<file path="config.mk">
export PLATFORM = sky130hd
export DESIGN_NAME = lsu_request_ctrl
export DESIGN_NICKNAME = d
export VERILOG_FILES = /design/src/logic/lsu_pkg.sv /design/src/logic/lsu_request_ctrl.sv
export SDC_FILE = /design/constraint.sdc
export NUM_CORES = 1
export LEC_CHECK = 0
export ABC_CLOCK_PERIOD_IN_PS = 6200
export BUFFER_PORTS_ARGS = -buffer_cell sky130_fd_sc_hd__buf_2
export CELL_PAD_IN_SITES_DETAIL_PLACEMENT = 1
export CELL_PAD_IN_SITES_GLOBAL_PLACEMENT = 2
export CORE_AREA = 4 4 197 103
export CTS_CLUSTER_DIAMETER = 120
export DETAILED_ROUTE_END_ITERATION = 10
export DIE_AREA = 0 0 201 107
export GPL_ROUTABILITY_DRIVEN = 0
export PLACE_DENSITY_LB_ADDON = 0.1
export RECOVER_POWER = 100
export SETUP_SLACK_MARGIN = 0.02
export SYNTH_ARGS = -nofsm -noshare
export SYNTH_HDL_FRONTEND = slang
export SYNTH_SLANG_ARGS = --single-unit
</file>
<file path="constraint.sdc">
create_clock -name clock -period 6.2 [get_ports clock]
set_input_delay 1.24 -clock clock [delete_from_list [all_inputs] [get_ports clock]]
set_output_delay 1.24 -clock clock [all_outputs]
set_load 0.005 [all_outputs]
</file>
<file path="src/logic/lsu_pkg.sv">
package lsu_pkg;

	localparam int addr_w    = 32;
	localparam int data_w    = 32;
	localparam int strb_w    = data_w / 8;
	localparam int off_w     = 2;
	localparam int mem_words = 1024;
	localparam int mem_idx_w = 10;

	// bit 3 marks a store, bit 2 an unsigned load, bits 1:0 the size.
	typedef enum logic [3:0] {
		op_lb  = 4'b0000,
		op_lh  = 4'b0001,
		op_lw  = 4'b0010,
		op_lbu = 4'b0100,
		op_lhu = 4'b0101,
		op_sb  = 4'b1000,
		op_sh  = 4'b1001,
		op_sw  = 4'b1010
	} mem_op_e;

	// AXI response codes as seen on the r and b channels.
	typedef enum logic [1:0] {
		axi_okay   = 2'b00,
		axi_slverr = 2'b10
	} axi_resp_e;

	// status returned to the core.
	typedef enum logic [1:0] {
		resp_okay       = 2'b00,
		resp_misaligned = 2'b01,
		resp_bus_error  = 2'b10
	} resp_e;

endpackage
</file>
<file path="src/logic/lsu_request_ctrl.sv">
`timescale 1ns/1ps

module lsu_request_ctrl import lsu_pkg::*; (
	input  logic              clock,
	input  logic              rst_n,
	input  logic              req_valid,
	output logic              req_ready,
	input  mem_op_e           req_op,
	input  logic [data_w-1:0] req_base,
	input  logic [data_w-1:0] req_imm,
	input  logic [data_w-1:0] req_wdata,
	output logic              resp_valid,
	input  logic              resp_ready,
	output logic [data_w-1:0] resp_data,
	output resp_e             resp_status,
	output logic              ld_start,
	output logic              st_start,
	output logic [addr_w-1:0] acc_addr,
	output mem_op_e           acc_op,
	output logic [data_w-1:0] acc_wdata,
	input  logic              ld_done,
	input  logic              st_done,
	input  logic [data_w-1:0] ld_data,
	input  axi_resp_e         ld_resp,
	input  axi_resp_e         st_resp
);

	typedef enum logic [1:0] {
		st_idle,
		st_busy,
		st_respond
	} state_e;

	state_e            state;
	logic [addr_w-1:0] eff_addr;
	logic              misaligned;
	logic              is_store;
	logic              req_fire;

	assign req_ready  = (state == st_idle);
	assign resp_valid = (state == st_respond);
	assign req_fire   = req_valid && req_ready;

	assign eff_addr = req_base + req_imm;
	assign is_store = req_op inside {op_sb, op_sh, op_sw};

	always_comb begin
		case (req_op)
			op_lh, op_lhu, op_sh: misaligned = eff_addr[0];
			op_lw, op_sw:         misaligned = |eff_addr[off_w-1:0];
			default:              misaligned = 1'b0;
		endcase
	end

	always_ff @(posedge clock) begin
		if (!rst_n) begin
			state    <= st_idle;
			ld_start <= 1'b0;
			st_start <= 1'b0;
		end else begin
			ld_start <= 1'b0;
			st_start <= 1'b0;
			case (state)
				st_idle: begin
					if (req_fire) begin
						if (misaligned) begin
							state <= st_respond;
						end else begin
							state    <= st_busy;
							ld_start <= !is_store;
							st_start <= is_store;
						end
					end
				end
				st_busy: begin
					if (ld_done || st_done) begin
						state <= st_respond;
					end
				end
				default: begin
					if (resp_ready) begin
						state <= st_idle;
					end
				end
			endcase
		end
	end

	// access payload and the held response.
	always_ff @(posedge clock) begin
		if (req_fire) begin
			acc_addr  <= eff_addr;
			acc_op    <= req_op;
			acc_wdata <= req_wdata;
			if (misaligned) begin
				resp_data   <= '0;
				resp_status <= resp_misaligned;
			end
		end
		if (state == st_busy && ld_done) begin
			resp_data   <= ld_data;
			resp_status <= (ld_resp == axi_slverr) ? resp_bus_error : resp_okay;
		end else if (state == st_busy && st_done) begin
			resp_data   <= '0;
			resp_status <= (st_resp == axi_slverr) ? resp_bus_error : resp_okay;
		end
	end

endmodule

</file>
==> flow_summary.toml <==
[setup_path]
slowest_delay_ns = 1.90
ff2ff_path_depth = 4
critPathArrivalTime_ns = 4.15
regToRegEndpoint = "acc_wdata[16]"
slowest_stage = "clkbuf_1"
timing.rr.start = "state[1]"
end_kind = "flip-flop"
worstPathRequired_ns = 6.10
cp_max_fo = 45
regToRegSetupSlack_ns = 2.35
cp-start-kind = "primary input"
crit_type = "primary input to flip-flop"
crit_chain = "buf_2 -> nand2_1 -> inv_1 -> clkbuf_1"

[min_path]
holdPathEnd = "state[0]"
min_path_type = "flip-flop to flip-flop"
min_from = "state[0]"
min_path_cells = 2

[detailed_routing]
detail_route.wl_per_cell_um = 18.64
first_iter_violations = 216
route.top_layer_used = "met4"
routed-wl-met2_mm = 8.413
wl_mm = 17.00
vias_per_cell = 4.749
dr_wl_met3_um = 858
wl_met1_mm = 7.555
drc = 0
vias = 4331
dr.pass1.iters = 4
ant_nets = 0

[cts]
h-tree-depth = 3
root_buffer = "clkbuf_16"
clockBufferDepth = 2
post_cts_buffers = 0
insertion_delay_ns = 0.34
clock_sinks = 106
cts_made_buffers = 9
cts_tree = "built"
clk_pin_slew_ns = 0.08
ctsResizeCount = 0
postCtsHoldBufs = 0

[yosys]
ys_seq_elements = 106
netlist_instances = 422
yosysWarningCount = 0
avgSynthCellArea_um2 = 12.65
syn_nets = 596
synth-edff-count = 102
ys_types = 57
yosysSeqAreaShare_pct = 58.87
synth-main-ff-cell = "edfxtp_1"
yosysTopAreaCellShare_pct = 57.37
synth-async-reset-ratio_pct = 0
synthesis.area_um2 = 5339
synth_top_area_cell = "edfxtp_1"
synthTopCellsByArea = "edfxtp_1 57%, ha_1 7.3%, and3_1 4.1%, a21oi_1 3.7%, xnor2_1 3.4%"

[timing]
post-route-min-period_ns = 4.252
post-route-period-util_pct = 68.59
fin_ws_ns = 1.948
rsz0062_at_grt = "no"
worstMarginPinSlew_ns = 2.584
fmax_ghz = 0.2352
slew-limit-headroom_pct = -72.28
drv_slew = 81
setup_viol = 0
timing.setup.tns_ns = 0
finalHoldViolCount = 0
fin_worst_skew_ns = 0.007789

[power_and_ir_drop]
power_switching_share_pct = 28.77
vdd_drop_max_uv = 146.8
p_leak_nw = 2.855
switchingPower_mw = 0.5327
power_density_nw_per_um2 = 268.5
p_comb_share_pct = 20.5
internal_power_mw = 1.319
seqPwrFrac_pct = 49.1
clockPowerShare_pct = 30.4

[floorplan]
initial_utilization_pct = 29.10
die_y_um = 107
ios = 248
die_w_um = 201
core_area_um2 = 18350
die_area_um2 = 21510
rows = 35

[run_status]
violations = "capacitance limit, slew limit"
status = "finished with violations"

[global_route]
grt_pass1_wl_mm = 25.76
grt.total_usage_pct = 15.19
grt_pass1_vias = 4627
grt_max_degree = 46
grt_overflow = 0
antenna_found_initial = 0

[placed_design]
port_buffers = 247
place_area_um2 = 6834
hpwl_mm = 13.55
pre_cts_slack_ns = 2.667

[final_layout]
stdcell_area_um2 = 6897
drive_above_1_share_pct = 26.34
layout_commonest_cell = "buf_2"
nNetsFinal = 841
antenna_cells = 0
final_cell_mix = "153 x buf_2, 102 x edfxtp_1, 96 x clkbuf_1, 40 x a21oi_1, 35 x and3_1"
area_growth_pct = 29.18

[run]
max_cap_viol_count = 2
routing by layer:
layer	vias up	track usage, %
met4	0	2.993
met5	-	0
met2	133	26.84
li1	2106	-
met3	14	3.626
met1	2078	19.21
worst max-delay path, delay by kind of cell:
family                 cells  cell delay, ns
and+or+nand+nor            1            0.08
buffers and inverters      3            2.79
kinds of logic (layout without fill, tap and decap cells):
family / count (synthesis) / in the layout / synth area share, %
AOI/OAI and AO/OA: 107 / 107 / 14.27
xor gates and xnor gates: 30 / 30 / 4.922
adders and majority gates: 32 / 32 / 7.640
buffers and inverters: 20 / 270 / 1.547
DFF: 106 / 106 / 58.87
and+or+nand+nor: 127 / 127 / 12.75
Yosys cell counts (3+ instances only):
master      n
a211oi_2    3
a21o_1      7
a21oi_1    40
a31oi_1     3
and2_1      4
and3_1     35
buf_2       6
clkbuf_1   10
dfxtp_1     4
edfxtp_1  102
ha_1       31
inv_1       4
nand2_1    33
nand3_1     3
nand3_2     3
nand3b_1    3
nand4_1     7
nor2_1     19
nor2b_1     5
nor3_1      7
o211ai_1    3
o21ai_0    18
o21ai_1     6
xnor2_1    21
xor2_1      9
worst max-delay path by stage:
stage / from / end / slack (ns) / cells past startpoint
after floorplan: req_base[0] / resp_data[0] / 1.07 / 6
final: req_valid / acc_wdata[16] / 1.95 / 4
after global placement: req_base[0] / acc_addr[28] / 2.70 / 9
after CTS: req_base[0] / acc_addr[28] / 3.04 / 9
after global routing: req_valid / acc_wdata[16] / 1.60 / 4
after detailed placement: req_base[0] / acc_addr[28] / 2.67 / 9
power by group through the flow:
stage	Sequential [mW]	Combinational (mW)	Clock, mW
4_1_cts	0.905	0.419	0.592
6_report	0.909	0.380	0.563
3_3_place_gp	0.918	0.414	0
5_1_grt	0.917	0.426	0.622
2_1_floorplan	0.932	0.212	0
3_5_place_dp	0.920	0.418	0
state kept, by name (all words and copies together), names as in the netlist:
| register | flops |
|---|---|
| state | 2 |
| resp_status | 2 |
| acc_addr | 32 |
| st_start | 1 |
| ld_start | 1 |
| acc_wdata | 32 |
| resp_data | 32 |
| acc_op | 4 |
area by class of cell:
cell class / count / area [um2]
Fill cell: 2122 / 11450
Sequential cell: 106 / 3143
Multi-Input combinational cell: 296 / 2016
Timing Repair Buffer: 250 / 1134
Tap cell: 240 / 300.3
Clock buffer: 9 / 225.2
Clock inverter: 7 / 63.81
Inverter: 4 / 15.01
stage by stage:
step                      std cells  hold WS [ns]  util [%]  power (mW)
after detailed placement        896        0.5150     37.25       1.338
after floorplan                 422        0.4789         -       1.144
final                           912        0.5258     37.59       1.852
after global placement          896        0.5156     37.25       1.332
after CTS                       912        0.5362     38.82       1.916
after global routing            912        0.6184     37.59       1.964
No activity file was read; power rests on OpenSTA's default activity.
